$ cat src/conv_defines.svh
/* Build-time sizes of the convolution layer. Image side is capped at MAX_IMG
   and the filter is fixed at 3x3. N_CORE must fit in CORE_BITS */
`ifndef CONV_DEFINES_SVH
`define CONV_DEFINES_SVH

`define DWIDTH 16   // Pixel, weight, result
`define PWIDTH 32   // Product and running sum
`define FRAC 8      // Fixed-point shift on each sum

`define MAX_IMG 8   // Largest image side
`define LWIDTH 4    // Size field
`define FIL 3       // Filter side
`define FIL_TAPS 9  // FIL * FIL

`define N_CORE 2    // Processing cores
`define CORE_BITS 1 // Core select

`define INSIZE 6    // Input memory address, 64 words
`define OUTSIZE 6   // Output memory address
`define WSIZE 4     // Weight memory address
`define CONV_LAT 4  // Pixel address to result ready

`endif

$ cat src/conv_pkg.sv
/* Shared types of the convolution layer. Host ports and the control bus are
   packed structs, the window is a packed array with element 8 the newest pixel */
`include "conv_defines.svh"

package conv_pkg;

  typedef enum logic [2:0] {
    ST_IDLE,  // Host owns the memories
    ST_LOAD,  // Filter taps into core registers
    ST_FEED,  // Pixels streaming
    ST_DRAIN, // Windows still in flight
    ST_DONE   // Ack pulse
  } ctrl_state_e;

  typedef struct packed {
    logic               we;
    logic [`INSIZE-1:0] addr;
    logic [`DWIDTH-1:0] data;
  } input_wr_t;

  typedef struct packed {
    logic                  we;
    logic [`CORE_BITS-1:0] core; // Target core memory
    logic [`WSIZE-1:0]     addr; // Tap index
    logic [`DWIDTH-1:0]    data;
  } weight_wr_t;

  typedef struct packed {
    logic [`CORE_BITS-1:0] core;
    logic [`OUTSIZE-1:0]   addr;
  } out_rd_t;

  typedef struct packed {
    logic                buf_en;   // Pixel into line buffer
    logic                wreg_we;  // Weight into filter registers
    logic                out_we;   // Results into output memories
    logic [`OUTSIZE-1:0] out_addr;
  } conv_ctrl_t;

  // Element k is row k/3, column k%3
  typedef logic [`FIL_TAPS-1:0][`DWIDTH-1:0] window_t;

endpackage

$ cat src/line_buf.sv
/* Pixel shift register of two image rows plus three words. The 3x3 window is
   taken combinationally at offsets set by the runtime img_size */
`include "conv_defines.svh"

module line_buf (
  input  logic               clk,
  input  logic               reset,
  input  logic               buf_en,
  input  logic [`LWIDTH-1:0] img_size,
  input  logic [`DWIDTH-1:0] pixel,
  output conv_pkg::window_t  window
);

  localparam int DEPTH = 2 * `MAX_IMG + 3; // Enough for the widest image

  logic [`DWIDTH-1:0] taps [DEPTH]; // taps[0] is the newest pixel

  always_ff @(posedge clk) begin
    if (reset) begin
      for (int n = 0; n < DEPTH; n++) begin
        taps[n] <= '0;
      end
    end else if (buf_en) begin
      taps[0] <= pixel;
      for (int n = 1; n < DEPTH; n++) begin
        taps[n] <= taps[n-1];
      end
    end
  end

  // Element (i,j) sits (2-i) rows and (2-j) pixels behind the newest
  always_comb begin
    int i;
    int j;
    for (int k = 0; k < `FIL_TAPS; k++) begin
      i = k / `FIL;
      j = k % `FIL;
      window[k] = taps[(2 - i) * int'(img_size) + (2 - j)];
    end
  end

endmodule

$ cat config.mk
export PLATFORM = sky130hd
export DESIGN_NAME = line_buf
export DESIGN_NICKNAME = d
export VERILOG_FILES = /design/src/conv_pkg.sv /design/src/line_buf.sv
export VERILOG_INCLUDE_DIRS = /design/src
export SDC_FILE = /design/constraint.sdc
export NUM_CORES = 1
export LEC_CHECK = 0
export ABC_AREA = 1
export BUFFER_PORTS_ARGS = -buffer_cell sky130_fd_sc_hd__buf_2
export CORE_MARGIN = 4
export CORE_UTILIZATION = 40
export DETAILED_ROUTE_END_ITERATION = 7
export PLACE_DENSITY = 0.59
export SLEW_MARGIN = 0
export SYNTH_ARGS = -nofsm -noshare
export SYNTH_HDL_FRONTEND = slang
export SYNTH_SLANG_ARGS = --single-unit
$ cat constraint.sdc
create_clock -name clk -period 17.1 [get_ports clk]
set_clock_uncertainty 0.1 [all_clocks]
set_input_delay 3.42 -clock clk [delete_from_list [all_inputs] [get_ports clk]]
set_output_delay 3.42 -clock clk [all_outputs]
set_load 0.02 [all_outputs]
Word level (Yosys, flattened, before mapping)
Memory sizes are Yosys's and may differ from the RTL's.
Cells that the tools add are included.
{"block": "op_classes", "addsub": 4, "mux": 24, "bitwise_logic": 19}
{"operator": "2-to-1 mux 16 bit", "n": 19}
{"operator": "bitwise OR 1 bit", "n": 19}
{"operator": "adder 4 x 1 -> 5 bit (second input constant)", "n": 1}
{"operator": "adder 4 x 2 -> 5 bit (second input constant)", "n": 1}
{"operator": "adder 5 x 1 -> 5 bit (second input constant)", "n": 1}
{"operator": "adder 5 x 2 -> 5 bit (second input constant)", "n": 1}
{"operator": "2-to-1 mux 1 bit", "n": 5}
{"block": "word_totals", "ff_bits": 0, "ram_bits": 304, "inputBits": 23, "output_inout_bits": 144, "memories": 1}
{"memory": "taps", "depth": 19, "word_bits": 16, "rd": 24, "rd_ports_with_merged_regs": 0, "write_ports": 19, "line_no": "line_buf.sv:16", "source": "logic [`DWIDTH-1:0] taps [DEPTH];"}

Logic depth before layout (Yosys ltp)
{"block": "depth", "word_depth": 4, "mapped_depth": 11, "mapped_depth_nobuf": 9}

Worst setup path before layout
OpenSTA, ideal clock, no wires.
{"block": "synth_path", "path_kind": "input to output", "from": "in img_size[0]", "to": "out window[14] (netlist name)", "t_arrival_ps": 4799, "required_time_ps": 13580, "setup_slack_ps": 8781, "path_stages": 8, "n_path_buf": 3, "path_cell_list": "ha_1 > buf_2 > inv_2 > buf_2 > buf_2 > nand3_1 > nand3_1 > a31oi_1"}
{"item": "start: declaration", "line_no": "line_buf.sv:9", "source": "input logic [`LWIDTH-1:0] img_size,"}
{"item": "end: declaration", "line_no": "line_buf.sv:11", "source": "output conv_pkg::window_t window"}

==> results.json <==
{
  "status": "finished, violations left",
  "violations": "design-rule violations",
  "drtPass1Iterations": 8,
  "drtAntennaViolNets": 0,
  "drive_gt1_share_pct": 8.57,
  "rrSetupSlack_ps": 15950,
  "end_kind": "output pin",
  "r2r_end": "taps[2][7]$_SDFFCE_PN0P_",
  "overflow": 0,
  "start_util_pct": 40.7,
  "syn_area_per_cell_sq_um": 7.06,
  "slowest_delay_ps": 780,
  "path_cells": "buf_6 -> buf_4 -> ha_4 -> clkinv_2 -> buf_4 -> nand3_1 -> nand3_1 -> a31oi_1 -> buf_2",
  "cts_sinks": 304,
  "p_leak_uw": 0.00993,
  "max_freq_ghz": 0.0873,
  "vias": 21700,
  "globalplace.congestion": 0.953,
  "relSlewSlack_pct": 25.9,
  "post-dp-hpwl_mm": 53.6,
  "slowest_stage": "a31oi_1",
  "synth_nets": 2998,
  "cts_resized": 0,
  "vias_per_cell": 5.88,
  "yosysUniqueCellTypes": 25,
  "dpl_cell_area_sq_um": 21800,
  "finalPower_uw": 2290,
  "ys_warn_count": 0,
  "post-cts-setup-buffer-count": 0,
  "worstPathRequired_ps": 13580,
  "reg2reg_depth": 2,
  "design_area_sq_um": 23100,
  "dieArea_sq_um": 56200,
  "clock_latency_ps": 570,
  "worst_slew_pin_slew_ps": 1110,
  "first_global_vias": 20000,
  "ys_ff_latch": 304,
  "seq_area_frac_synth_pct": 43.5,
  "setup_slack_ps": 5640,
  "wl_mm": 81.9,
  "rr_startpoint": "taps[1][7]$_SDFFCE_PN0P_",
  "place_ws_ps": 5800,
  "syn2layout_area_growth_pct": 10.2,
  "hold_depth": 2,
  "powerDensity_nw_per_um2": 99.0,
  "fin_nets": 3009,
  "top_register": "taps",
  "drc_errors": 1,
  "core-area_sq_um": 51600,
  "holdWs_ps": 493,
  "holdBufCountCts": 0,
  "cts_tree": "built",
  "hold_start": "taps[17][5]$_SDFFCE_PN0P_",
  "path_clk_slew_ps": 60,
  "track_usage_pct": 28.2,
  "synth_ff_type": "edfxtp_1",
  "setup_violations": 0,
  "placement.io_buffers": 166,
  "cp-start-kind": "primary input",
  "htree_levels": 2,
  "ir_drop_mv": 0.0715,
  "num-fill-cells": 5203,
  "holdPathEnd": "taps[18][5]$_SDFFCE_PP0P_",
  "rsz0062_at_grt": "false",
  "synthArstFlopShare_pct": 0,
  "cts_buffers": 38,
  "synth_cells": 2973,
  "largest_register_ffs": 304,
  "drv_cap": 0,
  "hp-class": "register to register",
  "grt_pass1_wl_mm": 123,
  "hold_viol_final": 0,
  "die_w_microns": 237,
  "fin_tns_setup_ps": 0,
  "cp_max_fo": 65,
  "die_h_microns": 237,
  "fp-row-count": 83,
  "top_regs": "taps: 304 flops",
  "grt_max_degree": 175,
  "crit_type": "primary input to output pin",
  "critPathArrivalTime_ps": 7940,
  "first_iter_violations": 3264,
  "io_pins": 167,
  "antenna_found_initial": 4,
  "fin_crit_ps": 11460,
  "cts_buffer_depth": 3,
  "drv_slew": 0,
  "fin_crit_sh_pct": 67.0,
  "syn_area_sq_um": 21000,
  "root_buffer": "clkbuf_16",
  "wl_per_cell_microns": 22.2,
  "synth_edf_count": 304
}
==> report_power, final <==
group | internal (uW) | switching [uW]
Clock | 526 | 330
Sequential | 873 | 51.3
Combinational | 137 | 372
Total | 1540 | 753
==> through the flow <==
stage	std cells	utilization, %
detailed placement	3624	42.3
global placement	3624	42.3
finish	3692	44.8
floorplan	2973	-
global route	3691	44.8
CTS	3691	44.8
==> cells by family (layout without fill, tap and decap cells) <==
logic type	Yosys count	count (layout)	synth area share [%]
and+or+nand+nor	1951	1951	40.7
buffers and inverters	554	592	11.2
DFF	304	304	43.5
AOI/OAI and AO/OA	162	162	4.48
adders and majority gates	2	2	0.119
other	0	1	0
==> how the worst max path moves through the flow <==
stage | startpoint | end | slack, ps | cells past startpoint
2_1_floorplan | img_size[0] | window[14] | 8780 | 8
3_3_place_gp | img_size[1] | window[4] | 5890 | 9
3_5_place_dp | img_size[1] | window[4] | 5800 | 9
4_1_cts | img_size[1] | window[4] | 5800 | 9
5_1_grt | img_size[1] | window[4] | 5610 | 9
6_report | img_size[1] | window[4] | 5640 | 9
==> worst max-delay path, delay by kind of cell <==
| kind | cells | cell delay, ps |
|---|---|---|
| AOI/OAI and AO/OA | 1 | 780 |
| buffers and inverters | 5 | 2560 |
| and+or+nand+nor | 2 | 290 |
| adders and majority gates | 1 | 730 |
==> Yosys cell counts, types with 5 or more instances <==
master,n,area share (%)
a211oi_1,6,0.21
a21oi_1,17,0.41
a31oi_1,47,1.4
buf_1,13,0.23
buf_2,114,2.7
buf_4,28,1.0
clkbuf_1,64,1.1
edfxtp_1,304,44
inv_1,328,5.9
inv_2,5,0.089
nand2_1,630,11
nand3_1,963,23
nor2_1,353,6.3
o21a_1,13,0.47
o21ai_0,66,1.6
o21bai_1,6,0.21
==> metal layers <==
layer	global-route usage (%)	up-vias	share of wire, %
li1	-	9976	-
met1	38.9	10200	41
met2	43.4	1317	44
met3	4.94	240	9.9
met4	12.7	4	5.0
met5	0	-	0.050
==> cells in the final DEF (no fill, tap or decap), types with 2 or more instances in the layout <==
master	instances
buf_2	164
clkbuf_1	11
clkbuf_16	41
nand2_1	627
buf_4	25
nand4_1	2
edfxtp_1	304
clkinv_2	4
inv_2	5
o21bai_1	6
a31oi_1	47
nand2_2	2
a21oi_1	17
o211ai_1	2
o21ai_0	66
o21ai_1	4
bufinv_16	6
clkinv_1	7
o21a_1	13
a211oi_1	6
nor2_1	353
inv_1	323
nand3_1	963
==> cell type report <==
cell class | count | area (sq um) | area share, %
multi-input combinational | 2115 | 9540 | 41.2
sequential | 304 | 9130 | 39.5
inverter | 333 | 1260 | 5.46
clock buffer | 52 | 1070 | 4.61
timing repair buffer | 192 | 1050 | 4.56
tap | 680 | 851 | 3.68
clock inverter | 15 | 223 | 0.963
antenna | 1 | 2.50 | 0.0108
(Power assumes the default switching activity.)
