--- config.mk ---
export PLATFORM = sky130hd
export DESIGN_NAME = weight_bank
export DESIGN_NICKNAME = d
export VERILOG_FILES = /design/src/conv_pkg.sv /design/src/sram.sv /design/src/weight_bank.sv
export VERILOG_INCLUDE_DIRS = /design/src
export SDC_FILE = /design/constraint.sdc
export NUM_CORES = 1
export LEC_CHECK = 0
export BUFFER_PORTS_ARGS = -buffer_cell sky130_fd_sc_hd__buf_2
export CELL_PAD_IN_SITES_DETAIL_PLACEMENT = 1
export CELL_PAD_IN_SITES_GLOBAL_PLACEMENT = 2
export CORE_MARGIN = 4
export CORE_UTILIZATION = 54
export DETAILED_ROUTE_END_ITERATION = 12
export PLACE_DENSITY = 0.82
export SETUP_SLACK_MARGIN = 0.4
export SLEW_MARGIN = 40
export SYNTH_ARGS = -nofsm -noshare
export SYNTH_HDL_FRONTEND = slang
export SYNTH_HIERARCHICAL = 1
export SYNTH_SLANG_ARGS = --single-unit
--- constraint.sdc ---
create_clock -name clk -period 3.97 [get_ports clk]
set_input_delay 0.1985 -clock clk [delete_from_list [all_inputs] [get_ports clk]]
set_output_delay 0.1985 -clock clk [all_outputs]
set_load 0.01 [all_outputs]
--- src/conv_defines.svh ---
/* Build-time sizes of the convolution layer. Image side is capped at MAX_IMG
   and the filter is fixed at 3x3. N_CORE must fit in CORE_BITS */
`ifndef CONV_DEFINES_SVH
`define CONV_DEFINES_SVH

`define DWIDTH 16   // Pixel, weight, result
`define PWIDTH 32   // Product and running sum
`define FRAC 8      // Fixed-point shift on each sum

`define MAX_IMG 8   // Largest image side
`define LWIDTH 4    // Size field
`define FIL 3       // Filter side
`define FIL_TAPS 9  // FIL * FIL

`define N_CORE 2    // Processing cores
`define CORE_BITS 1 // Core select

`define INSIZE 6    // Input memory address, 64 words
`define OUTSIZE 6   // Output memory address
`define WSIZE 4     // Weight memory address
`define CONV_LAT 4  // Pixel address to result ready

`endif

--- src/conv_pkg.sv ---
/* Shared types of the convolution layer. Host ports and the control bus are
   packed structs, the window is a packed array with element 8 the newest pixel */
`include "conv_defines.svh"

package conv_pkg;

  typedef enum logic [2:0] {
    ST_IDLE,  // Host owns the memories
    ST_LOAD,  // Filter taps into core registers
    ST_FEED,  // Pixels streaming
    ST_DRAIN, // Windows still in flight
    ST_DONE   // Ack pulse
  } ctrl_state_e;

  typedef struct packed {
    logic               we;
    logic [`INSIZE-1:0] addr;
    logic [`DWIDTH-1:0] data;
  } input_wr_t;

  typedef struct packed {
    logic                  we;
    logic [`CORE_BITS-1:0] core; // Target core memory
    logic [`WSIZE-1:0]     addr; // Tap index
    logic [`DWIDTH-1:0]    data;
  } weight_wr_t;

  typedef struct packed {
    logic [`CORE_BITS-1:0] core;
    logic [`OUTSIZE-1:0]   addr;
  } out_rd_t;

  typedef struct packed {
    logic                buf_en;   // Pixel into line buffer
    logic                wreg_we;  // Weight into filter registers
    logic                out_we;   // Results into output memories
    logic [`OUTSIZE-1:0] out_addr;
  } conv_ctrl_t;

  // Element k is row k/3, column k%3
  typedef logic [`FIL_TAPS-1:0][`DWIDTH-1:0] window_t;

endpackage

--- src/sram.sv ---
/* Single-port memory, registered read, no reset on contents.
   A read at the written address returns the old word */
`include "conv_defines.svh"

module sram #(
  parameter int ABITS = 6
) (
  input  logic               clk,
  input  logic               we,
  input  logic [ABITS-1:0]   addr,
  input  logic [`DWIDTH-1:0] wdata,
  output logic [`DWIDTH-1:0] rdata
);

  logic [`DWIDTH-1:0] mem [2**ABITS]; // Depth from address width

  always_ff @(posedge clk) begin
    if (we) begin
      mem[addr] <= wdata;
    end
    rdata <= mem[addr]; // One cycle read latency
  end

endmodule

--- src/weight_bank.sv ---
/* One weight memory per core, all sharing the controller address.
   Host writes land only in the core named by w_wr.core */
`include "conv_defines.svh"

module weight_bank (
  input  logic                            clk,
  input  logic                            reset,
  input  conv_pkg::weight_wr_t            w_wr,
  input  logic [`WSIZE-1:0]               weight_addr,
  output logic [`N_CORE-1:0][`DWIDTH-1:0] rdata
);

  logic [`N_CORE-1:0] core_we; // One-hot write enable

  always_comb begin
    core_we = '0;
    if (w_wr.we && !reset) begin // No stray writes while in reset
      core_we[w_wr.core] = 1'b1;
    end
  end

  for (genvar c = 0; c < `N_CORE; c++) begin : g_mem
    sram #(.ABITS(`WSIZE)) mem_weight (
      .clk   (clk),
      .we    (core_we[c]),
      .addr  (weight_addr), // Host address in idle, tap address otherwise
      .wdata (w_wr.data),
      .rdata (rdata[c])
    );
  end

endmodule

Word-level counts from Yosys, hierarchy flattened --
Memory sizes are Yosys's and may differ from the RTL's. A register that Yosys moved wholly into a read port is not among the register bits. Cells that the tools add are included. W data, S select, Z words.
Storage, ports and cells: memory bits (writable) 512, memories kept 2, word-level logic and storage cells 14, output and inout bits 32, register bits after elaboration 0, bits of input ports 28
Memories:
- g_mem[0].mem_weight.mem | depth 16, bits a word 16, rd ports 1, clocked after memory_dff 1, wr ports 1, line sram.sv:15 | logic [`DWIDTH-1:0] mem [2**ABITS];
- g_mem[1].mem_weight.mem | depth 16, bits a word 16, rd ports 1, clocked after memory_dff 1, wr ports 1, line sram.sv:15
Cells by class: mux-type cells 7, magnitude comparators 2, reduce and logical (&&, ||, !) cells 3
Operators by type and width (count):
- $mux W1 | 5
- $logic_and A1 B1 Y1 | 2
- $lt A1 B2 Y1 const B | 1
- $mux W2 | 1
- $demux W1 S1 | 1
- $ge A1 B1 Y1 const B | 1
- $logic_not A1 Y1 | 1

Longest topological paths before layout --
depth in word-level cells 7, mapped depth 5, mapped depth without buffers 3

Modules after synthesis --
Netlist, hierarchy kept.
Modules (own cells, without submodules):
- sram | area an instance 10023.4 um^2, seq. area each 8007.7 um^2, cells an instance 434, times used 2
- weight_bank | area an instance 21.3 um^2, seq. area each 0.0 um^2, cells an instance 2, times used 1

Least setup slack after synthesis --
No wires, ideal clock.
path kind input to register, start point input reset, end point memory g_mem[0].mem_weight/mem[0][0] (netlist name), enable pin, slack 1485 ps, buffers on the path 0, stages 3, library setup time 409 ps, arrival 2076 ps, required time 3561 ps, cell sequence nor3b_2 or3b_2 nor3_1
Between the ends: word-level cells in the longest chain between the ends 5
Ends and longest elaborated chain:
- start: declaration | line weight_bank.sv:7 | input logic reset,
- $logic_not A1 Y1 | line weight_bank.sv:17 | if (w_wr.we && !reset) begin
- $logic_and A1 B1 Y1 | line weight_bank.sv:17
- $mux W2 | line weight_bank.sv:17
- $mux W1 | line sram.sv:18 | if (we) begin
- $mux W1 (implied by the code) | line sram.sv:19 | mem[addr] <= wdata;
- end: declaration | line sram.sv:15
Every way passes these cells.

==> summary.txt <==
status: complete, no violations
Resized cells post-CTS: 0
worst r2r path cells: 3
max_cap viols: 0
Logic pwr share: 4.5%
fillers: 2,958
per-cell routed wire length: 29.4 um
I/O pins: 60
latest clock arrival within the worst-skew pair: 0.57 ns
WL met2: 22,100 um
post-CTS setup buffers: 0
# rows: 70
starting density of the core: 54.8%
Sw Ratio: 20.2%
drt first-iter violations: 1,029
skew final: 0.0192 ns
Num CTS Buffers: 51
Critical Path, Cell by Cell: buf_8 -> buf_16 -> buf_4 -> mux4_2 -> a22oi_1 -> nand2_1
die area: 40,300 sq um
RSZ-0062 raised after global routing: false
vias in the first global route: 10,200
CTS tree: built
gate count after technology mapping: 870
pwr/cell area: 509 nW/um^2
Seq/Total Area, Yosys: 79.8%
slew margin rel.: 43.5%
top routing layer in use: met4
Clock Power Share: 40.4%
CP Launch Type: primary input
area of the core: 36,600 sq um
sw power: 2340 uW
worst slew pin tran: 0.844 ns
DRC viols: 0
setup TNS: 0 ns
Die X: 201 um
peak fanout along the critical path: 48
Max Root-Sink Buffers: 3
global route overflow: 0
Yosys reg bits: 544
Yosys cell types: 20
Tmin final: 2.04 ns
Max Slew Vio Count: 0
Largest delay share family, worst path: buffers and inverters
Hold Crit Depth: 1
global-route wire length before repair: 66,900 um
nets@finish: 1,006
Flop pwr share: 55.0%
syn_nets: 898
Synth warnings: 6
largest net degree at the start of global routing: 62
Req. time, crit path: 4.39 ns
All-Layer GR Usage: 22.1%
area of the multi-input gates: 3850 sq um
Via-to-Cell Ratio: 6.26
Tcrit/Tclk final: 51.5%
Storage cell area: 16,000 sq um
Root Driver: clkbuf_16
H-Tree Depth: 2
metal3 WL: 2430 um
DP HPWL: 26,100 um
Fmax: 489 MHz
CP peak stage delay: 0.61 ns
Pint: 9220 uW
Hold Slack: 0.159 ns
initial antenna violation count: 0
post-layout util: 62.1%
CP Depth: 6
Buf/Inv on CP: 3
crit path capture type: register
leakage power: 0.00732 uW
Post-DRT Antenna Nets: 0
ant diodes: 0
Crit path arrival time: 2.46 ns
clock slew at reported path FFs: 0.06 ns
via count: 9,301
VDD IR max: 0.280 mV
highest-delay cell along the critical path: mux4_2
Setup Viol. Count Final: 0
met1 wire length: 18,100 um
Hold Path Class: primary input to register
die height: 201 um
share of layout cells above drive strength 1: 31.2%
CTS Sinks: 544
Hold Buf Count CTS: 0
Setup CP Type: primary input to register
Post-Syn Area per Cell: 23.1 sq um
Pre-Repair DR Iteration Count: 5
area added between synthesis and finish: 13.2%
final hold violation count: 0
buffers added on ports: 55
GP Congestion: 0.733
Post-Route WL: 43,600 um
Post-Synthesis Cell Area: 20,100 sq um
-- power groups by stage --
stage,Combinational [uW],Sequential [uW],Clock (uW)
2_1_floorplan,278,6500,0
3_3_place_gp,502,6480,0
3_5_place_dp,526,6480,0
4_1_cts,529,6360,4770
5_1_grt,563,6360,5040
6_report,522,6360,4680
-- layout by cell type, fill, tap and decap left out, types with 6 or more instances in the layout --
master and count:
edfxtp_1 512, mux4_2 124, a22oi_1 64, clkbuf_16 53, buf_2 53, buf_4 44
nand2_1 34, dfxtp_1 32, nor2_1 21, clkbuf_1 13, clkinv_2 8, nor3_2 7
clkbuf_8 6
-- cells by family (layout without fill, tap and decap cells) --
group	Yosys count	after routing	synth area share, %
buffers and inverters	46	193	1.33
DFF	544	544	79.8
AOI/OAI and AO/OA	64	64	2.39
and+or+nand+nor	88	88	2.03
muxes	128	128	14.4
-- registers in the layout, indices dropped and copies added (netlist names) --
register                cells
g_mem.mem_weight/rdata     32
g_mem.mem_weight/mem      512
-- worst register-to-register path: stages (launching register included) --
cell and delay (ns):
edfxtp_1 0.37, mux4_2 0.48, a22oi_1 0.33, nand2_1 0.19
-- layout make-up --
class / instances / share of cell area, %
tap: 468 / 2.58
multi-input combinational: 280 / 16.9
clock buffer: 72 / 6.41
sequential: 544 / 70.5
clock inverter: 20 / 0.688
timing repair buffer: 101 / 2.91
-- routing by layer --
layer / global-route usage (%) / vias to the layer above
li1: - / 3891
met1: 32.0 / 5024
met2: 35.9 / 321
met3: 3.34 / 65
met4: 6.29 / 0
met5: 0 / -
-- per-stage QoR --
step | setup slack [ns] | instances | area [sq um] | total power, uW
finish | 1.93 | 1485 | 22700 | 11600
global route | 1.75 | 1485 | 22700 | 12000
detailed placement | 1.29 | 1392 | 21100 | 7010
floorplan | 1.48 | 870 | 20100 | 6780
global placement | 1.23 | 1391 | 21100 | 6980
CTS | 1.85 | 1484 | 22700 | 11700
-- Yosys cell counts (all sizes together) --
cell / instances / share of area, %
clkbuf: 28 / 0.52
mux4: 128 / 14
nor2: 26 / 0.49
nand3: 2 / 0.050
nand2b: 4 / 0.12
nor2b: 4 / 0.12
edfxtp: 512 / 77
nor3b: 1 / 0.062
dfxtp: 32 / 3.2
buf: 18 / 0.81
and2: 2 / 0.062
and3b: 1 / 0.044
or3b: 2 / 0.087
a22oi: 64 / 2.4
nand3b: 4 / 0.15
nand2: 34 / 0.64
nor3: 8 / 0.20
-- worst paths after layout --
| path | slack [ns] | endpoint | startpoint |
|---|---|---|---|
| min | 0.16 | g_mem[0].mem_weight/mem[8][11] | w_wr[11] |
| max reg2reg | 2.44 | g_mem[0].mem_weight/rdata[9] | g_mem[0].mem_weight/mem[11][9] |
| max | 1.93 | g_mem[0].mem_weight/rdata[7] | weight_addr[0] |
| min reg2reg | 0.66 | g_mem[1].mem_weight/rdata[6] | g_mem[1].mem_weight/mem[14][6] |
No activity file was read; power rests on OpenSTA's default activity.
