File: config.mk
export PLATFORM = sky130hd
export DESIGN_NAME = conv_ctrl
export DESIGN_NICKNAME = d
export VERILOG_FILES = /design/src/conv_pkg.sv /design/src/conv_ctrl.sv
export VERILOG_INCLUDE_DIRS = /design/src
export SDC_FILE = /design/constraint.sdc
export NUM_CORES = 1
export LEC_CHECK = 0
export BUFFER_PORTS_ARGS = -buffer_cell sky130_fd_sc_hd__buf_2
export CORE_ASPECT_RATIO = 1.1
export CORE_MARGIN = 3
export CORE_UTILIZATION = 45
export DETAILED_ROUTE_END_ITERATION = 8
export GPL_ROUTABILITY_DRIVEN = 0
export PLACE_DENSITY = 0.67
export SLEW_MARGIN = 10
export SYNTH_ARGS = -nofsm -noshare
export SYNTH_HDL_FRONTEND = slang
export SYNTH_SLANG_ARGS = --single-unit
File: constraint.sdc
create_clock -name clk -period 3.4 [get_ports clk]
set_input_delay 0.68 -clock clk [delete_from_list [all_inputs] [get_ports clk]]
set_output_delay 0.68 -clock clk [all_outputs]
set_load 0.01 [all_outputs]
File: src/conv_defines.svh
/* Build-time sizes of the convolution layer. Image side is capped at MAX_IMG
   and the filter is fixed at 3x3. N_CORE must fit in CORE_BITS */
`ifndef CONV_DEFINES_SVH
`define CONV_DEFINES_SVH

`define DWIDTH 16   // Pixel, weight, result
`define PWIDTH 32   // Product and running sum
`define FRAC 8      // Fixed-point shift on each sum

`define MAX_IMG 8   // Largest image side
`define LWIDTH 4    // Size field
`define FIL 3       // Filter side
`define FIL_TAPS 9  // FIL * FIL

`define N_CORE 2    // Processing cores
`define CORE_BITS 1 // Core select

`define INSIZE 6    // Input memory address, 64 words
`define OUTSIZE 6   // Output memory address
`define WSIZE 4     // Weight memory address
`define CONV_LAT 4  // Pixel address to result ready

`endif

File: src/conv_pkg.sv
/* Shared types of the convolution layer. Host ports and the control bus are
   packed structs, the window is a packed array with element 8 the newest pixel */
`include "conv_defines.svh"

package conv_pkg;

  typedef enum logic [2:0] {
    ST_IDLE,  // Host owns the memories
    ST_LOAD,  // Filter taps into core registers
    ST_FEED,  // Pixels streaming
    ST_DRAIN, // Windows still in flight
    ST_DONE   // Ack pulse
  } ctrl_state_e;

  typedef struct packed {
    logic               we;
    logic [`INSIZE-1:0] addr;
    logic [`DWIDTH-1:0] data;
  } input_wr_t;

  typedef struct packed {
    logic                  we;
    logic [`CORE_BITS-1:0] core; // Target core memory
    logic [`WSIZE-1:0]     addr; // Tap index
    logic [`DWIDTH-1:0]    data;
  } weight_wr_t;

  typedef struct packed {
    logic [`CORE_BITS-1:0] core;
    logic [`OUTSIZE-1:0]   addr;
  } out_rd_t;

  typedef struct packed {
    logic                buf_en;   // Pixel into line buffer
    logic                wreg_we;  // Weight into filter registers
    logic                out_we;   // Results into output memories
    logic [`OUTSIZE-1:0] out_addr;
  } conv_ctrl_t;

  // Element k is row k/3, column k%3
  typedef logic [`FIL_TAPS-1:0][`DWIDTH-1:0] window_t;

endpackage

File: src/conv_ctrl.sv
/* Layer sequencer: filter load, pixel streaming, result writes, ack.
   img_size is latched at req and must be 3 or more. req outside idle is ignored */
`include "conv_defines.svh"

module conv_ctrl (
  input  logic                 clk,
  input  logic                 reset,
  input  logic                 req,
  input  logic [`LWIDTH-1:0]   img_size,
  input  logic [`INSIZE-1:0]   host_in_addr,
  input  logic [`WSIZE-1:0]    host_w_addr,
  output logic [`INSIZE-1:0]   mem_addr,
  output logic [`WSIZE-1:0]    weight_addr,
  output conv_pkg::conv_ctrl_t ctrl_bus,
  output logic                 ack
);

  localparam int LAST_TAP_I = `FIL_TAPS - 1;
  localparam logic [`WSIZE-1:0] LAST_TAP = LAST_TAP_I[`WSIZE-1:0];

  conv_pkg::ctrl_state_e state;
  logic [`LWIDTH-1:0]    size_q;     // Size for this run
  logic [`LWIDTH-1:0]    row;
  logic [`LWIDTH-1:0]    col;
  logic [`WSIZE-1:0]     tap;        // Weight address in load
  logic [`INSIZE-1:0]    pix_addr;   // Raster pixel address
  logic [`OUTSIZE-1:0]   out_cnt;    // Next output word
  logic                  load_q;     // Weight read data valid
  logic                  feed_q;     // Pixel read data valid
  logic [`CONV_LAT-1:0]  valid_pipe; // Windows in flight
  logic                  start;
  logic                  last_col;
  logic                  last_pix;
  logic                  win_valid;

  assign start     = (state == conv_pkg::ST_IDLE) && req;
  assign last_col  = (col == size_q - 1'b1);
  assign last_pix  = last_col && (row == size_q - 1'b1);
  // Row and column of 2 or more, i.e. a full window behind this pixel
  assign win_valid = (state == conv_pkg::ST_FEED) && (row[`LWIDTH-1:1] != '0)
                     && (col[`LWIDTH-1:1] != '0);

  always_ff @(posedge clk) begin
    if (start) begin
      size_q <= img_size;
    end
  end

  always_ff @(posedge clk) begin
    if (reset) begin
      state    <= conv_pkg::ST_IDLE;
      tap      <= '0;
      row      <= '0;
      col      <= '0;
      pix_addr <= '0;
    end else begin
      case (state)
        conv_pkg::ST_IDLE: begin
          if (req) begin
            state    <= conv_pkg::ST_LOAD;
            tap      <= '0;
            row      <= '0;
            col      <= '0;
            pix_addr <= '0;
          end
        end
        conv_pkg::ST_LOAD: begin
          tap <= tap + 1'b1; // One tap per cycle
          if (tap == LAST_TAP) begin
            state <= conv_pkg::ST_FEED;
          end
        end
        conv_pkg::ST_FEED: begin
          pix_addr <= pix_addr + 1'b1; // One pixel per cycle
          if (last_col) begin
            col <= '0;
            row <= row + 1'b1;
          end else begin
            col <= col + 1'b1;
          end
          if (last_pix) begin
            state <= conv_pkg::ST_DRAIN;
          end
        end
        conv_pkg::ST_DRAIN: begin
          // Only the final stage left, its write lands this cycle
          if (valid_pipe[`CONV_LAT-2:0] == '0) begin
            state <= conv_pkg::ST_DONE;
          end
        end
        conv_pkg::ST_DONE: state <= conv_pkg::ST_IDLE;
        default:           state <= conv_pkg::ST_IDLE;
      endcase
    end
  end

  // Strobes trail the addresses by the memory and datapath latency
  always_ff @(posedge clk) begin
    if (reset) begin
      load_q     <= 1'b0;
      feed_q     <= 1'b0;
      valid_pipe <= '0;
      out_cnt    <= '0;
    end else begin
      load_q     <= (state == conv_pkg::ST_LOAD);
      feed_q     <= (state == conv_pkg::ST_FEED);
      valid_pipe <= {valid_pipe[`CONV_LAT-2:0], win_valid};
      if (start) begin
        out_cnt <= '0;
      end else if (valid_pipe[`CONV_LAT-1]) begin
        out_cnt <= out_cnt + 1'b1; // Raster order of valid windows
      end
    end
  end

  assign mem_addr    = (state == conv_pkg::ST_IDLE) ? host_in_addr : pix_addr;
  assign weight_addr = (state == conv_pkg::ST_IDLE) ? host_w_addr : tap;
  assign ack         = (state == conv_pkg::ST_DONE);

  assign ctrl_bus = '{
    buf_en:   feed_q,
    wreg_we:  load_q,
    out_we:   valid_pipe[`CONV_LAT-1],
    out_addr: out_cnt
  };

endmodule

After elaboration in Yosys (flattened, before gate mapping)
Cells that the tools add are included.
{"block": "word_totals", "regBits": 37, "word_cells": 58}
{"block": "op_classes", "add_sub_neg": 6, "eq_ne": 12, "muxes": 15, "reduce_logical": 15}
{"op": "$pmux W4 S2", "n": 3}
{"op": "$mux W4", "n": 4}
{"op": "$add A4 B1 Y4 const B", "n": 3}
{"op": "$add A6 B1 Y6 const B", "n": 2}
{"op": "$mux W3", "n": 4}
{"op": "$mux W6", "n": 2}
{"op": "$pmux W3 S4", "n": 1}
{"op": "$pmux W6 S2", "n": 1}
{"op": "$ne A2 B2 Y1 const B", "n": 5}
{"op": "$eq A4 B4 Y1", "n": 2}
{"op": "$eq A3 B2 Y1 const B", "n": 2}
{"op": "$logic_not A3 Y1", "n": 2}
{"op": "$reduce_bool A3 Y1", "n": 2}
{"op": "$eq A4 B4 Y1 const B", "n": 1}
{"op": "$logic_and A1 B1 Y1", "n": 4}
{"op": "$reduce_and A2 Y1", "n": 2}
{"op": "$reduce_and A4 Y1", "n": 1}
{"op": "$reduce_bool A2 Y1", "n": 2}
{"op": "$sub A4 B1 Y4 const B", "n": 1}
{"op": "$eq A3 B1 Y1 const B", "n": 1}
{"op": "$eq A3 B3 Y1 const B", "n": 1}
{"op": "$reduce_and A3 Y1", "n": 1}
{"op": "$reduce_or A2 Y1", "n": 1}

Longest topological paths before layout
{"block": "depth", "ltp_word": 5, "mapped_depth": 6}

Worst setup path before layout
No wires, ideal clock.
{"block": "synth_timing", "path_type": "register to output", "from": "register state[0]", "to": "output port mem_addr[2]", "arrival_ps": 1493, "required_time_ps": 2720, "setup_slack_ps": 1227, "stages_incl_launch_ff": 5, "path_buffers": 2, "path_cell_list": "dfxtp_1 -> buf_2 -> nor3_1 -> buf_2 -> mux2_2"}
{"block": "synth_between", "elab_chain_len": 2}
{"item": "start, declared", "line_no": "conv_ctrl.sv:21", "source": "conv_pkg::ctrl_state_e state;"}
{"item": "start signal, assigned", "line_no": "conv_ctrl.sv:51", "source": "state <= conv_pkg::ST_IDLE;"}
{"item": "start signal, assigned", "line_no": "conv_ctrl.sv:60", "source": "state <= conv_pkg::ST_LOAD;"}
{"item": "start signal, assigned", "line_no": "conv_ctrl.sv:70", "source": "state <= conv_pkg::ST_FEED;"}
{"item": "$logic_not A3 Y1", "line_no": "conv_ctrl.sv:116", "source": "assign mem_addr = (state == conv_pkg::ST_IDLE) ? host_in_addr : pix_addr;"}
{"item": "$mux W6", "line_no": "conv_ctrl.sv:116"}
{"item": "end, declared", "line_no": "conv_ctrl.sv:12", "source": "output logic [`INSIZE-1:0] mem_addr,"}
No other way between the ends.

Final worst setup path
{"block": "layout_timing", "from": "register state[0]", "to": "output port mem_addr[1]"}
Same word-level chain as after synthesis.

==> metrics.md <==
| Metric | Value |
|---|---|
| P_leak | 0.9249 nW |
| Placed instance area | ~0.0021 mm2 |
| CP max stage cell | dfxtp_1 |
| Core area | around 0.004 mm2 |
| CTS Hold Bufs | 0 |
| # H-tree levels | 2 |
| Met2 Usage GRT | 0.2516 |
| Combinational share of power | 0.268 |
| Busiest grt layer | met2 |
| Initial antenna violation count | 0 |
| Post-CTS sizing | 0 |
| Num CTS Buffers | 5 |
| Most frequent cells in the layout | buf_2, dfxtp_1, nor2_1 |
| Total track usage | 0.1536 |
| Leading area contributor after synthesis | dfxtp_1 |
| Clock root buffer master | clkbuf_8 |
| GR Util met1 | 0.1833 |
| Final Critical Period | 2297 ps |
| Antenna diodes | 0 |
| Clock sinks | 37 |
| Layout area overhead | 14.00% |
| Max Fclk | 435.3 MHz |
| Pin count of the biggest net entering global routing | 27 |
| Fin nets | ~270 |
| I/O pins | 37 |
| Iter 0 DRT Violations | 26 |
| Internal power | approximately 760 uW |
| Final setup TNS | 0 ps |
| Setup Viol. Count Final | 0 |
| Design Area, Final | about 0.0022 mm2 |
| Die ar. | between 0.005 and 0.006 mm2 |
| Layout cells sized above 1 | 0.2573 |
| Flop pwr share | 0.454 |
| DRC Markers | 0 |
| Switching power | approximately 350 uW |
| Post-Syn Area | slightly below 0.002 mm2 |
| Crit. End Element | output pin |
| Yosys reg bits | 37 |
| Arr. time, crit path | around 1600 ps |
| Routed WL | 3749 um |
| Synth warn | 0 |
| Starting density of the core | 0.4776 |
| Synth Instances | about 210 |
| Grt total ovfl | 0 |
| CP bufs+invs | 2 |
| Pre-Repair DR Iteration Count | 4 |
| Setup CP Type | register to output pin |
| Row count | 24 |
| Largest cells by area after synthesis | dfxtp_1, edfxtp_1, mux2_2 |
| CTS clock-pin slew for the worst setup and hold paths | 70 ps |
| Post-synth EDFFs | 4 |
| Ys flop type | dfxtp_1 |
| Sw Ratio | 0.3168 |
| Routing usage on met3 | 0.03625 |
| Die width | approximately 68 um |
| Period Utilization, post-route | 0.6756 |
| Routed WL per cell | roughly 13 um |
| Setup bufs post-CTS | 0 |
| Syn Nets | ~240 |
| Routed via count | between 1,500 and 2,000 |
| Max Fanout on Critical Path | 14 |
| Min-Delay Path Class | register to register |
| Fin. max-slew vios | 0 |
| Worst-Skew Late Latency | between 200 and 300 ps |
| Status | finished, final reports clean |
| Final-report hold violation count | 0 |
| Power per cell area | ~510 mW/mm2 |
| Worst path required time | approximately 2700 ps |
| Worst Tran Pin Value | between 400 and 500 ps |
| Post-synth top area share | 0.3438 |
| First-pass GRT wire length | about 5800 um |
| Avg Cell Area, Syn | between 9 and 10 um2 |
| HPWL after DPL | 2688 um |
| Count of cell types in the netlist | roughly 40 |
| Max Cap Viol | 0 |
| Die Ht | about 75 um |
| Critical path cell sequence | nor3_1 -> buf_4 -> mux2_2 -> buf_2 |
| Seq/Total Area, Yosys | 0.4063 |
| Hold_ws | between 400 and 500 ps |
| Number of global-route vias before repair | between 1,000 and 1,500 |
| Maximum VDD drop | just under 300 uV |
| Ys async rst share | 0 |
| Max Root-Sink Buffers | 2 |
| RSZ-0062 raised after global routing | false |
| Remaining antenna violation count after routing | 0 |
| Worst path max stage delay | about 410 ps |
| CTS tree | built |
| Clk network pwr share | 0.278 |
| Cell family with most CP delay | flip-flops |
| Port Buf Inserts | 36 |
| Final Power | between 1 and 1.5 mW |
| Most common cell after layout, fill and taps aside | buf_2 |
| Startpoint Class | register |
| Slew HR | 0.6931 |
| Number of vias per cell | around 5.3 |
| Worst Skew | about 8.7 ps |
==> flip-flops by register name, indices dropped and copies added (netlist names) <==
signal      cells
out_cnt         6
pix_addr        6
col             4
row             4
size_q          4
tap             4
valid_pipe      4
state           3
feed_q          1
load_q          1
==> metrics by stage <==
step,instances,util,setup slack (ps)
after CTS,293,0.5445,1098
final,293,0.5445,1103
after global routing,293,0.5445,1020
after floorplan,211,-,1227
after global placement,286,0.5230,1167
after detailed placement,286,0.5230,1115
==> final timing paths <==
path / from / to / slack, ps / cells after the start
worst max-delay path: state[0] / mem_addr[1] / 1100 / 4
worst min-delay path: valid_pipe[0] / valid_pipe[1] / 460 / 1
worst min register to register: valid_pipe[0] / valid_pipe[1] / 460 / 1
worst max register to register: size_q[0] / state[0] / 1330 / 6
==> synth_stat cells (5+ instances only) <==
| library cell | number |
|---|---|
| a21oi_1 | 15 |
| buf_2 | 5 |
| clkbuf_1 | 6 |
| dfxtp_1 | 33 |
| ha_1 | 7 |
| inv_1 | 8 |
| mux2_2 | 10 |
| nand2_1 | 15 |
| nand3_1 | 9 |
| nand4_1 | 5 |
| nor2_1 | 25 |
| nor3_1 | 6 |
| o21ai_0 | 7 |
| xor2_1 | 8 |
==> cell families after synthesis <==
logic type | Yosys count | synth area share
fa+ha+maj | 7 | 0.04557
flops | 37 | 0.4063
mux | 12 | 0.06901
simple gates | 86 | 0.2441
xor+xnor | 15 | 0.08659
buf+inv | 23 | 0.05599
compound gates | 31 | 0.09245
==> layer usage <==
| layer | part of all wire | up-vias | routed length [um] |
|---|---|---|---|
| met5 | 0 | - | 0 |
| met4 | 0.020 | 0 | 74 |
| met3 | 0.035 | 7 | 133 |
| met2 | 0.48 | 23 | 1806 |
| met1 | 0.46 | 721 | 1735 |
| li1 | - | 801 | - |
==> cell type report <==
class	count	area [um2]
Fill cell	394	1833
Multi-Input combinational cell	151	1033
Sequential cell	37	780.7
Timing Repair Buffer	38	195.2
Clock buffer	7	86.33
Tap cell	52	65.06
Inverter	8	30.03
==> power groups by stage <==
stage / clock network, mW / logic (mW) / registers [mW]
floorplan: 0 / 0.245 / 0.494
global placement: 0 / 0.295 / 0.512
detailed placement: 0 / 0.299 / 0.513
CTS: 0.317 / 0.300 / 0.504
global route: 0.333 / 0.331 / 0.507
finish: 0.309 / 0.297 / 0.504
(Power assumes the default switching activity.)
