### config.mk
export PLATFORM = sky130hd
export DESIGN_NAME = sram
export DESIGN_NICKNAME = d
export VERILOG_FILES = /design/src/sram.sv
export VERILOG_INCLUDE_DIRS = /design/src
export SDC_FILE = /design/constraint.sdc
export NUM_CORES = 1
export LEC_CHECK = 0
export ABC_AREA = 1
export BUFFER_PORTS_ARGS = -buffer_cell sky130_fd_sc_hd__clkbuf_2
export CELL_PAD_IN_SITES_DETAIL_PLACEMENT = 0
export CELL_PAD_IN_SITES_GLOBAL_PLACEMENT = 2
export CORE_MARGIN = 8
export CORE_UTILIZATION = 38
export DETAILED_ROUTE_END_ITERATION = 10
export GPL_TIMING_DRIVEN = 0
export PLACE_DENSITY = 0.87
export SLEW_MARGIN = 30
export SYNTH_ARGS = -nofsm -noshare
export SYNTH_HDL_FRONTEND = slang
export SYNTH_SLANG_ARGS = --single-unit
### constraint.sdc
create_clock -name clk -period 3.1 [get_ports clk]
set_clock_uncertainty 0.15 [all_clocks]
set_input_delay 0.155 -clock clk [delete_from_list [all_inputs] [get_ports clk]]
set_output_delay 0.155 -clock clk [all_outputs]
set_load 0.01 [all_outputs]
### src/conv_defines.svh
/* Build-time sizes of the convolution layer. Image side is capped at MAX_IMG
   and the filter is fixed at 3x3. N_CORE must fit in CORE_BITS */
`ifndef CONV_DEFINES_SVH
`define CONV_DEFINES_SVH

`define DWIDTH 16   // Pixel, weight, result
`define PWIDTH 32   // Product and running sum
`define FRAC 8      // Fixed-point shift on each sum

`define MAX_IMG 8   // Largest image side
`define LWIDTH 4    // Size field
`define FIL 3       // Filter side
`define FIL_TAPS 9  // FIL * FIL

`define N_CORE 2    // Processing cores
`define CORE_BITS 1 // Core select

`define INSIZE 6    // Input memory address, 64 words
`define OUTSIZE 6   // Output memory address
`define WSIZE 4     // Weight memory address
`define CONV_LAT 4  // Pixel address to result ready

`endif

### src/sram.sv
/* Single-port memory, registered read, no reset on contents.
   A read at the written address returns the old word */
`include "conv_defines.svh"

module sram #(
  parameter int ABITS = 6
) (
  input  logic               clk,
  input  logic               we,
  input  logic [ABITS-1:0]   addr,
  input  logic [`DWIDTH-1:0] wdata,
  output logic [`DWIDTH-1:0] rdata
);

  logic [`DWIDTH-1:0] mem [2**ABITS]; // Depth from address width

  always_ff @(posedge clk) begin
    if (we) begin
      mem[addr] <= wdata;
    end
    rdata <= mem[addr]; // One cycle read latency
  end

endmodule

# After elaboration in Yosys (flattened, before gate mapping)
# Memories as Yosys holds them, arrays and structs flattened. A register that Yosys moved wholly into a read port is not among the register bits.
# Index checks and enable logic that the tools add are counted.
[classes]
addsub = 0
mul = 0
div = 0
n_lt_le_gt_ge = 0
n_eq_ne = 0
shift = 0
mux = 2
bitwise_logic = 0
n_reduce_logical = 0
[ops]
columns = ["operator", "n"]
rows = [
  ["$mux W1", 2],
]
[totals]
ff_bits = 0
latch_bits = 0
ram_bits = 1024
rom_bits = 0
inputBits = 24
output_inout_bits = 16
wordCells = 3
memories = 1
[memory_table]
columns = ["name", "depth", "word_bits", "read_ports", "rd_ports_with_merged_regs", "wr", "line_no", "source"]
rows = [
  ["mem", 64, 16, 1, 1, 1, "sram.sv:15", "logic [`DWIDTH-1:0] mem [2**ABITS];"],
]

# Longest topological paths before layout
# Gate-level depths: netlist of run 1.
[logic_depth]
word_depth = 2
depth_mapped = 15
ltp_nobuf = 11

# Worst setup path after synthesis of run 1
# OpenSTA, ideal clock, no wires.
[synth_path]
kind = "in2reg"
startpoint = "input port addr[0]"
endpoint = "memory mem[41][0] (netlist bit) (enable)"
setup_ps = 430
arrival_time_ps = 2418
required_time_ps = 2520
path_slack_ps = 102
stages = 6
n_path_buf = 4
cell_sequence = "buf_2 inv_2 buf_6 buf_6 buf_2 nor4_1"
[synth_rtl]
columns = ["element", "line_no", "source"]
rows = [
  ["from (decl)", "sram.sv:10", "input logic [ABITS-1:0] addr,"],
  ["to (decl)", "sram.sv:15", ""],
]
# Straight into the memory's write port.

# Worst setup path in the final report of run 1
[layout_path]
startpoint = "input port addr[1]"
endpoint = "memory mem[11][6] (netlist bit) (enable)"
# Straight into the memory's write port.

==> results of run 1 <==
[synthesized netlist by cell type]
library cell and count:
buf_1 14, buf_2 112, buf_4 14, buf_6 9, clkbuf_1 57, dfxtp_1 16, edfxtp_1 1024, inv_1 18
inv_2 10, inv_4 2, nand2_1 2832, nand3_1 13, nand4_1 2, nor2_1 105, nor3_2 1, nor3_4 7
nor4_1 2, o211ai_1 5, o21ai_0 1, o21ai_1 6, or2_1 3, or2_2 3
[how the worst max path moves through the flow]
stage / slack (ns) / to
after floorplan: 0.10 / mem[41][0]$_DFFE_PP_
after global placement: -2.03 / mem[40][6]$_DFFE_PP_
after detailed placement: -0.72 / mem[12][14]$_DFFE_PP_
after CTS: 0.09 / mem[4][11]$_DFFE_PP_
after global routing: 0.07 / mem[11][13]$_DFFE_PP_
final: 0.08 / mem[11][6]$_DFFE_PP_
[registers in the layout (all words and copies together) (netlist names)]
| register | cells |
|---|---|
| mem | 1024 |
| rdata | 16 |
[layer usage]
metal	GRT usage [%]	share of wire (%)	wire length (um)	vias to the layer above
met3	3.74	7.9	10800	210
met1	30.6	44	60400	14500
li1	-	-	-	14200
met4	6.63	3.3	4480	0
met2	32.8	45	61000	1143
met5	0	0	0	-
[power by group through the flow]
stage               sequential (mW)  combinational, mW  clock (mW)
finish                         15.6               2.15        13.0
global route                   15.6               2.34        13.6
CTS                            15.6               2.14        13.1
detailed placement             15.9               2.11           0
global placement               15.9               2.02           0
floorplan                      15.9               1.02           0
[repair_timing]
action / in CTS / in global routing
hold buffers: 17 / 0
hold endpoints to repair: 441 / 0
setup endpoints to repair: 9 / 0
gates resized for setup: 1 / 0
[critical path, delay by kind of cell]
family,cells,cell delay (ns)
simple gates,3,2.27
buf+inv,4,0.83
[cell families after synthesis]
kind of cell	Yosys count	synth area share, %
DFF	1040	71.3
buffers and inverters	236	2.64
and+or+nand+nor	2968	25.9
AOI/OAI and AO/OA	12	0.167
[stage by stage]
| step | hold slack, ns | setup slack (ns) | power (mW) | instance area (um^2) |
|---|---|---|---|---|
| 6_report | 0.0563 | 0.0822 | 30.7 | 50600 |
| 5_1_grt | 0.0694 | 0.0669 | 31.6 | 50600 |
| 4_1_cts | 0.0437 | 0.0917 | 30.9 | 50600 |
| 3_5_place_dp | 0.395 | -0.716 | 18.0 | 46900 |
| 3_3_place_gp | 0.396 | -2.03 | 17.9 | 45600 |
| 2_1_floorplan | 0.104 | 0.102 | 16.9 | 43600 |
[final cells by class]
type / instances / area (um^2)
fill: 10700 / 63400
sequential: 1040 / 31100
multi-input combinational: 2980 / 11800
clock buffer: 137 / 2920
tap: 1512 / 1890
timing repair buffer: 97 / 1160
buffer: 206 / 1040
clock inverter: 67 / 602
inverter: 30 / 118
antenna: 3 / 7.51
==> results.py, run 1 <==
metrics = {
    "pwr": {
        "switching_share_pct": 23.6,
        "clock_power_share_pct": 42.3,
        "total_leakage_power_nw": 20.9,
        "power_switching_mw": 7.26,
        "peakVddDrop_mv": 0.480,
        "cellInternalPower_mw": 23.5,
        "sequentialPowerShare_pct": 50.7,
        "combinationalPowerShare_pct": 7.0,
        "cellPowerDensity_nw_per_um2": 608,
    },
    "final_layout": {
        "drive_gt1_share_pct": 10.2,
        "layout.cells.non_filler": 6072,
        "layout.cells.most_common_list": "2832 x nand2_1, 1024 x edfxtp_1, 117 x buf_2, 112 x clkbuf_16, 76 x clkbuf_1",
        "finalCoreUtilization_pct": 44.4,
        "final_layout_net_count": 4490,
        "flow.area_growth_from_synthesis_pct": 16.1,
        "layout_commonest_cell": "nand2_1",
    },
    "flow_run": {
        "cap_viol_max_count": 0,
    },
    "yosys": {
        "synthesis.area_um2": 43600,
        "synth_fp_nets": 4280,
        "synth_top_area_cells": "edfxtp_1 71%, nand2_1 24%, buf_2 1.3%",
        "netlist.top_cell.by_area": "edfxtp_1",
        "yosysSeqAreaShare_pct": 71.3,
        "yosysWarnings": 0,
        "synthCells": 4256,
        "synth_seq_cells": 1040,
        "post_synth_num_cell_types": 22,
        "postSynthAreaPerCell_um2": 10.2,
        "synthDominantCellAreaShare_pct": 70.6,
    },
    "min_path": {
        "hold_path_startpoint": "wdata[14]",
        "min_path_cells": 1,
        "hold_end": "mem[51][14]$_DFFE_PP_",
        "hold_path_class": "in -> reg",
    },
    "cts": {
        "clkLatencyLatePin_ns": 0.71,
        "clkSlewWorstSetupHoldPaths_ns": 0.06,
        "cts_root_buffer": "clkbuf_16",
        "cts_tree": "yes",
        "cts.sinks": 1040,
        "postCtsSetupRepairBufs": 0,
        "h-tree-depth": 3,
        "tritoncts.num_buffers": 111,
        "clk_path_buf_depth": 3,
    },
    "place": {
        "dp_cells": 5848,
        "place.port_buffers": 37,
        "gp_congestion": 0.918,
        "place_hpwl_um": 92100,
    },
    "setup_path": {
        "cp_cell_instances": "clkbuf_2, inv_2, clkbuf_1, nor2_1, nand3_1, nor2_2, buf_6",
        "reg2reg_from": "mem[2][4]$_DFFE_PP_",
        "reg2reg_depth": 10,
        "timing.critical_path.from_type": "primary input",
        "critical_path.reg2reg.endpoint": "rdata[4]$_DFF_P_",
        "crit_required_ns": 3.35,
        "r2r_slack_ns": 1.01,
        "crit_start": "addr[1]",
        "setup.worst_path.class": "in -> reg",
        "worst-path-max-fanout": 10,
        "arrival_time_at_the_worst_endpoint_ns": 3.27,
        "cp_slowest_stage_delay_ns": 0.87,
        "endpoint_type_of_the_worst_setup_path": "flop",
        "critical-path-slowest-cell": "nand3_1",
    },
    "timing": {
        "worst_pin_slew_ns": 1.03,
        "slew_headroom_pct": 30.9,
        "rsz0062_at_grt": "no",
        "clock.fmax_mhz": 331,
        "drv_slew": 0,
        "setup_viol_count_final": 0,
        "totalNegativeSetupSlack_ns": 0,
        "timing.final.crit_share_pct": 97.3,
        "timing_hold_violations_final": 0,
        "layout_min_cycle_time_ns": 3.02,
    },
    "detailed_routing": {
        "post_drt_wl_per_cell_um": 22.5,
        "route.detailed.drc": 0,
        "vias_per_cell": 4.95,
        "routed-via-count": 30100,
        "ant_nets": 0,
        "detail_route.first_pass.iterations": 5,
        "drt-initial-drc-count": 3003,
        "routed_wl_um": 137000,
    },
    "die": {
        "die_h_um": 355,
        "ios": 40,
        "core_area_um2": 114000,
        "num_rows": 124,
        "dieArea_um2": 126000,
        "floorplan.die.width_um": 355,
        "start_util_pct": 38.2,
    },
    "grt": {
        "grt_remaining_overflow": 0,
        "first_global_vias": 28300,
        "grt_first_pass_wirelength_um": 197000,
        "antenna_found_initial": 7,
        "largest_net_degree_at_the_start_of_global_routing": 65,
        "grt_usage_pct": 21.3,
    },
    "outcome": {
        "run_status": "finished clean",
    },
}
No activity file was read; power rests on OpenSTA's default activity.
==> run 2: changes to the inputs <==
GPL_TIMING_DRIVEN = not set   (was 0)
==> run 2 against run 1 <==
Worst hold slack got worse by 0.037 ns. Power down 1.7%. Clock power decreased by 3%. Die area unchanged. Critical path type unchanged. Largest cell class unchanged.
==> results.py, run 2 (synthesis gave the netlist of run 1 again) <==
metrics = {
    "outcome": {
        "run_status": "finished clean",
    },
    "detailed_routing": {
        "vias_per_cell": 4.88,
        "routed-via-count": 29100,
        "drt-initial-drc-count": 2752,
        "detail_route.first_pass.iterations": 5,
        "route.detailed.drc": 0,
        "ant_nets": 0,
        "post_drt_wl_per_cell_um": 21.0,
        "routed_wl_um": 125000,
    },
    "cts": {
        "cts_root_buffer": "clkbuf_16",
        "clkLatencyLatePin_ns": 0.69,
        "postCtsSetupRepairBufs": 0,
        "cts.sinks": 1040,
        "clkSlewWorstSetupHoldPaths_ns": 0.06,
        "tritoncts.num_buffers": 109,
        "clk_path_buf_depth": 3,
        "h-tree-depth": 3,
        "cts_tree": "yes",
    },
    "setup_path": {
        "worst-path-max-fanout": 16,
        "crit_path_most_repeated_cell": "buf_4",
        "timing.critical_path.from_type": "primary input",
        "cp_cell_instances": "dlygate4sd3_1, buf_4, buf_4, nor2_1, nand3_1, buf_4, nor2_1, buf_4",
        "setup.worst_path.class": "in -> reg",
        "critical-path-slowest-cell": "dlygate4sd3_1",
        "cp_slowest_stage_delay_ns": 0.54,
        "arrival_time_at_the_worst_endpoint_ns": 2.47,
        "reg2reg_depth": 7,
        "crit_required_ns": 3.30,
        "endpoint_type_of_the_worst_setup_path": "flop",
    },
    "timing": {
        "timing_hold_violations_final": 0,
        "final.hold.worst_slack_ns": 0.0192,
        "totalNegativeSetupSlack_ns": 0,
        "slack_of_the_critical_path_ns": 0.828,
        "setup_viol_count_final": 0,
        "layout_min_cycle_time_ns": 2.27,
        "drv_slew": 0,
        "timing.final.crit_share_pct": 73.3,
        "slew_headroom_pct": 36.3,
        "worst_pin_slew_ns": 0.955,
        "rsz0062_at_grt": "no",
        "clock.fmax_mhz": 440,
    },
    "grt": {
        "grt_first_pass_wirelength_um": 185000,
        "antenna_found_initial": 4,
        "grt_usage_pct": 19.5,
        "largest_net_degree_at_the_start_of_global_routing": 134,
        "first_global_vias": 27600,
        "grt_remaining_overflow": 0,
    },
    "die": {
        "dieArea_um2": 126000,
        "die_h_um": 355,
        "core_area_um2": 114000,
        "floorplan.die.width_um": 355,
        "num_rows": 124,
        "ios": 40,
        "start_util_pct": 38.2,
    },
    "flow_run": {
        "cap_viol_max_count": 0,
    },
    "place": {
        "place.port_buffers": 39,
        "placement.setup.worst_slack_ns": 0.463,
        "place_hpwl_um": 73800,
        "gp_congestion": 0.842,
    },
    "final_layout": {
        "layout_top_registers": "mem (1024), rdata (16)",
        "flow.area_growth_from_synthesis_pct": 14.0,
        "max_flop_register": "mem",
        "nFillCells": 10700,
        "final_layout_net_count": 4389,
        "layout_commonest_cell": "nand2_1",
        "drive_gt1_share_pct": 8.37,
        "layout.cells.most_common_list": "2832 x nand2_1, 1024 x edfxtp_1, 137 x buf_4, 112 x clkbuf_16, 105 x nor2_1",
        "flip_flop_count_of_the_largest_register_all_copies_and_words_added": 1024,
        "antenna_cells": 0,
    },
    "pwr": {
        "peakVddDrop_mv": 0.460,
        "design_power_total_mw": 30.2,
        "cellPowerDensity_nw_per_um2": 609,
        "total_leakage_power_nw": 20.7,
    },
    "min_path": {
        "hold_path_class": "in -> reg",
        "min_path_cells": 1,
    },
}
-- run 2: changes by cell type in the layout (fill, tap and decap cells not counted), sizes merged --
cell         delta
clkbuf         -54
buf            -29
dlygate4sd3    -10
bufinv          -3
diode           -3
clkinv          -2
clkinvlp        -2
inv             -2
-- run 2: layout make-up --
class / instances / area, um^2 / share of cell area [%]
sequential: 1040 / 31100 / 62.6
multi-input combinational: 2980 / 11400 / 22.9
clock buffer: 143 / 3000 / 6.04
tap: 1512 / 1890 / 3.81
timing repair buffer: 204 / 1750 / 3.53
clock inverter: 58 / 442 / 0.890
inverter: 30 / 135 / 0.272
-- run 2: final timing paths --
| check | endpoint | slack (ns) | startpoint |
|---|---|---|---|
| hold reg to reg | rdata[14]$_DFF_P_ | 0.65 | mem[23][14]$_DFFE_PP_ |
| setup reg to reg | rdata[14]$_DFF_P_ | 1.30 | mem[28][14]$_DFFE_PP_ |
| hold / removal | mem[32][7]$_DFFE_PP_ | 0.02 | wdata[7] |
| setup / recovery | mem[59][11]$_DFFE_PP_ | 0.83 | addr[2] |
-- run 2: layer usage --
| layer | up-vias | routed length, um | global-route usage, % |
|---|---|---|---|
| li1 | 14000 | - | - |
| met1 | 14100 | 56600 | 27.6 |
| met2 | 826 | 58100 | 31.3 |
| met3 | 179 | 7150 | 2.78 |
| met4 | 2 | 3450 | 5.55 |
| met5 | - | 13 | 0 |
-- run 2: report_power, final --
part           leakage (nW)  total, mW  switching, mW  internal (mW)
clock network          1.69       12.6           5.36           7.26
registers              9.35       15.6         0.0727           15.6
logic                  9.67       1.97           1.49          0.480
total                  20.7       30.2           6.92           23.3
-- run 2: critical path, delay by kind of cell --
kind / cells / cell delay [ns]
buffers and inverters: 5 / 1.54
and+or+nand+nor: 3 / 0.74
-- run 2: timing repair --
item,4_1_cts,5_1_grt
hold buffers,6,1
endpoints found under the hold margin,168,25
gates resized for setup,0,0
-- run 2: through the flow --
step | utilization (%) | instances | area [um^2]
floorplan | - | 4256 | 43600
global placement | 40.4 | 5758 | 46100
detailed placement | 40.4 | 5758 | 46100
CTS | 43.5 | 5965 | 49600
global route | 43.5 | 5967 | 49700
finish | 43.5 | 5967 | 49700
==> run 3: changes to the inputs <==
CORE_UTILIZATION = 42   (was 38)
PLACE_DENSITY = 0.9   (was 0.87)
clock period = 2.1 ns   (was 3.1 ns; I/O delays follow)
==> run 3 against run 2 <==
The run now ends with negative setup slack left. Register-to-register slack got worse by 0.97 ns. Sequential cell count unchanged. Via count increased by 0.74%. Die area decreased by 9.1%. Largest power group unchanged. Combinational power increased by 55%. Design area increased by 3.3%.
==> results.py, run 3 (synthesis gave the netlist of run 1 again) <==
metrics = {
    "timing": {
        "timing_hold_violations_final": 0,
        "timing.final.crit_share_pct": 101,
        "worst_pin_slew_ns": 0.792,
        "layout_min_cycle_time_ns": 2.12,
        "setup_viol_count_final": 17,
        "drv_slew": 0,
        "clock.fmax_mhz": 472,
        "slack_of_the_critical_path_ns": -0.0207,
        "slew_headroom_pct": 47.2,
        "rsz0062_at_grt": "yes",
    },
    "detailed_routing": {
        "wl_met3_um": 7710,
        "wirelength_met1_um": 55800,
        "post_drt_wl_per_cell_um": 20.9,
        "routed_wl_um": 124000,
        "detail_route.first_pass.iterations": 6,
        "route.detailed.drc": 0,
        "ant_nets": 0,
        "routed-via-count": 29300,
        "highest_layer": "met5",
        "vias_per_cell": 4.96,
        "drt-initial-drc-count": 2840,
        "met2WireLength_um": 57900,
    },
    "final_layout": {
        "max_flop_register": "mem",
        "layout.cells.most_common_list": "2832 x nand2_1, 1024 x edfxtp_1, 109 x clkbuf_16, 109 x buf_12, 106 x buf_4",
        "final_layout_net_count": 4457,
        "layout_top_registers": "mem (1024), rdata (16)",
        "drive_gt1_share_pct": 10.1,
        "finalCoreUtilization_pct": 49.7,
        "flow.area_growth_from_synthesis_pct": 17.7,
        "finalInstanceArea_um2": 51300,
        "layout_commonest_cell": "nand2_1",
        "flip_flop_count_of_the_largest_register_all_copies_and_words_added": 1024,
    },
    "cts": {
        "h-tree-depth": 3,
        "tritoncts.num_buffers": 109,
        "clk_path_buf_depth": 3,
        "cts_root_buffer": "clkbuf_16",
        "clkSlewWorstSetupHoldPaths_ns": 0.06,
        "clkLatencyLatePin_ns": 0.69,
        "cts_tree": "yes",
        "cts.sinks": 1040,
    },
    "place": {
        "place_hpwl_um": 72900,
        "placement.cell_area_um2": 47500,
        "gp_congestion": 0.831,
        "place.port_buffers": 39,
    },
    "die": {
        "num_rows": 118,
        "dieArea_um2": 114000,
        "floorplan.die.width_um": 338,
        "start_util_pct": 42.2,
        "ios": 40,
        "die_h_um": 338,
        "core_area_um2": 103000,
    },
    "setup_path": {
        "crit_required_ns": 2.33,
        "critical-path-slowest-cell": "dlygate4sd3_1",
        "cp_slowest_stage_delay_ns": 0.59,
        "setup.worst_path.class": "in -> reg",
        "endpoint_type_of_the_worst_setup_path": "flop",
        "worst-path-max-fanout": 15,
        "cp_cell_instances": "dlygate4sd3_1, clkbuf_2, nor3_4, inv_2, dlygate4sd3_1, nor2_1, buf_12",
        "timing.critical_path.from_type": "primary input",
        "crit_path_most_repeated_cell": "dlygate4sd3_1",
        "arrival_time_at_the_worst_endpoint_ns": 2.35,
    },
    "grt": {
        "grt_first_pass_wirelength_um": 185000,
        "grt_usage_pct": 21.6,
        "antenna_found_initial": 7,
        "grt_remaining_overflow": 0,
        "first_global_vias": 28100,
        "largest_net_degree_at_the_start_of_global_routing": 101,
    },
    "outcome": {
        "run_status": "complete, but fails checks",
        "violations_in_the_final_reports": "negative setup slack",
    },
    "flow_run": {
        "cap_viol_max_count": 0,
    },
    "pwr": {
        "total_leakage_power_nw": 21.3,
        "peakVddDrop_mv": 0.637,
        "cellPowerDensity_nw_per_um2": 879,
    },
    "min_path": {
        "hold_path_class": "in -> reg",
    },
}
[run 3: cell types whose count changed in the layout (fill, tap and decap cells not counted), sizes merged]
cell / previous run / this run
diode: 0 / 6
buf: 163 / 217
clkinv: 48 / 52
inv: 32 / 31
bufinv: 6 / 10
dlygate4sd3: 7 / 19
clkbuf: 177 / 169
clkinvlp: 2 / 6
[run 3: final cells by class]
class	instances	area [um^2]
Antenna cell	6	15.0
Clock buffer	133	2860
Clock inverter	69	663
Fill cell	9209	51900
Inverter	30	135
Multi-Input combinational cell	2980	11400
Sequential cell	1040	31100
Tap cell	1380	1730
Timing Repair Buffer	272	3380
[run 3: worst paths after layout]
path	startpoint	to	slack [ns]	cells past startpoint
max	addr[4]	mem[35][10]$_DFFE_PP_	-0.02	7
min	addr[2]	rdata[8]$_DFF_P_	0.05	8
max reg2reg	mem[31][1]$_DFFE_PP_	rdata[1]$_DFF_P_	0.33	10
min reg2reg	mem[18][14]$_DFFE_PP_	rdata[14]$_DFF_P_	0.60	6
[run 3: critical path, delay by kind of cell]
family | cells | cell delay [ns]
buf+inv | 5 | 1.73
simple gates | 2 | 0.50
[run 3: per-layer routing]
metal | vias up | track usage (%)
li1 | 14100 | -
met1 | 14200 | 31.1
met2 | 807 | 35.0
met3 | 143 | 2.75
met4 | 2 | 4.94
met5 | - | 0
[run 3: through the flow]
step,power (mW),setup TNS [ns],instances,setup slack (ns),hold WS (ns)
detailed placement,26.6,-2.32,5683,-0.365,0.414
global route,46.5,-2.04,5904,-0.0766,0.0770
global placement,26.6,-2.45,5683,-0.402,0.422
finish,45.1,-0.231,5910,-0.0207,0.0534
floorplan,25.0,-118.98,4256,-0.177,0.0539
CTS,45.4,0,5904,0.000193,0.0159
[run 3: timing repair]
action	4_1_cts	5_1_grt
gates resized for setup	0	0
hold buffers	19	0
endpoints found under the hold margin	1005	0
buffers inserted	0	0
setup endpoints to repair	0	30
[run 3: where the power goes]
group | leakage (nW) | internal [mW] | switching [mW] | total [mW]
Sequential | 9.35 | 23.0 | 0.122 | 23.1
Clock | 1.71 | 10.9 | 7.99 | 18.9
Combinational | 10.3 | 0.863 | 2.19 | 3.06
Total | 21.3 | 34.7 | 10.3 | 45.1
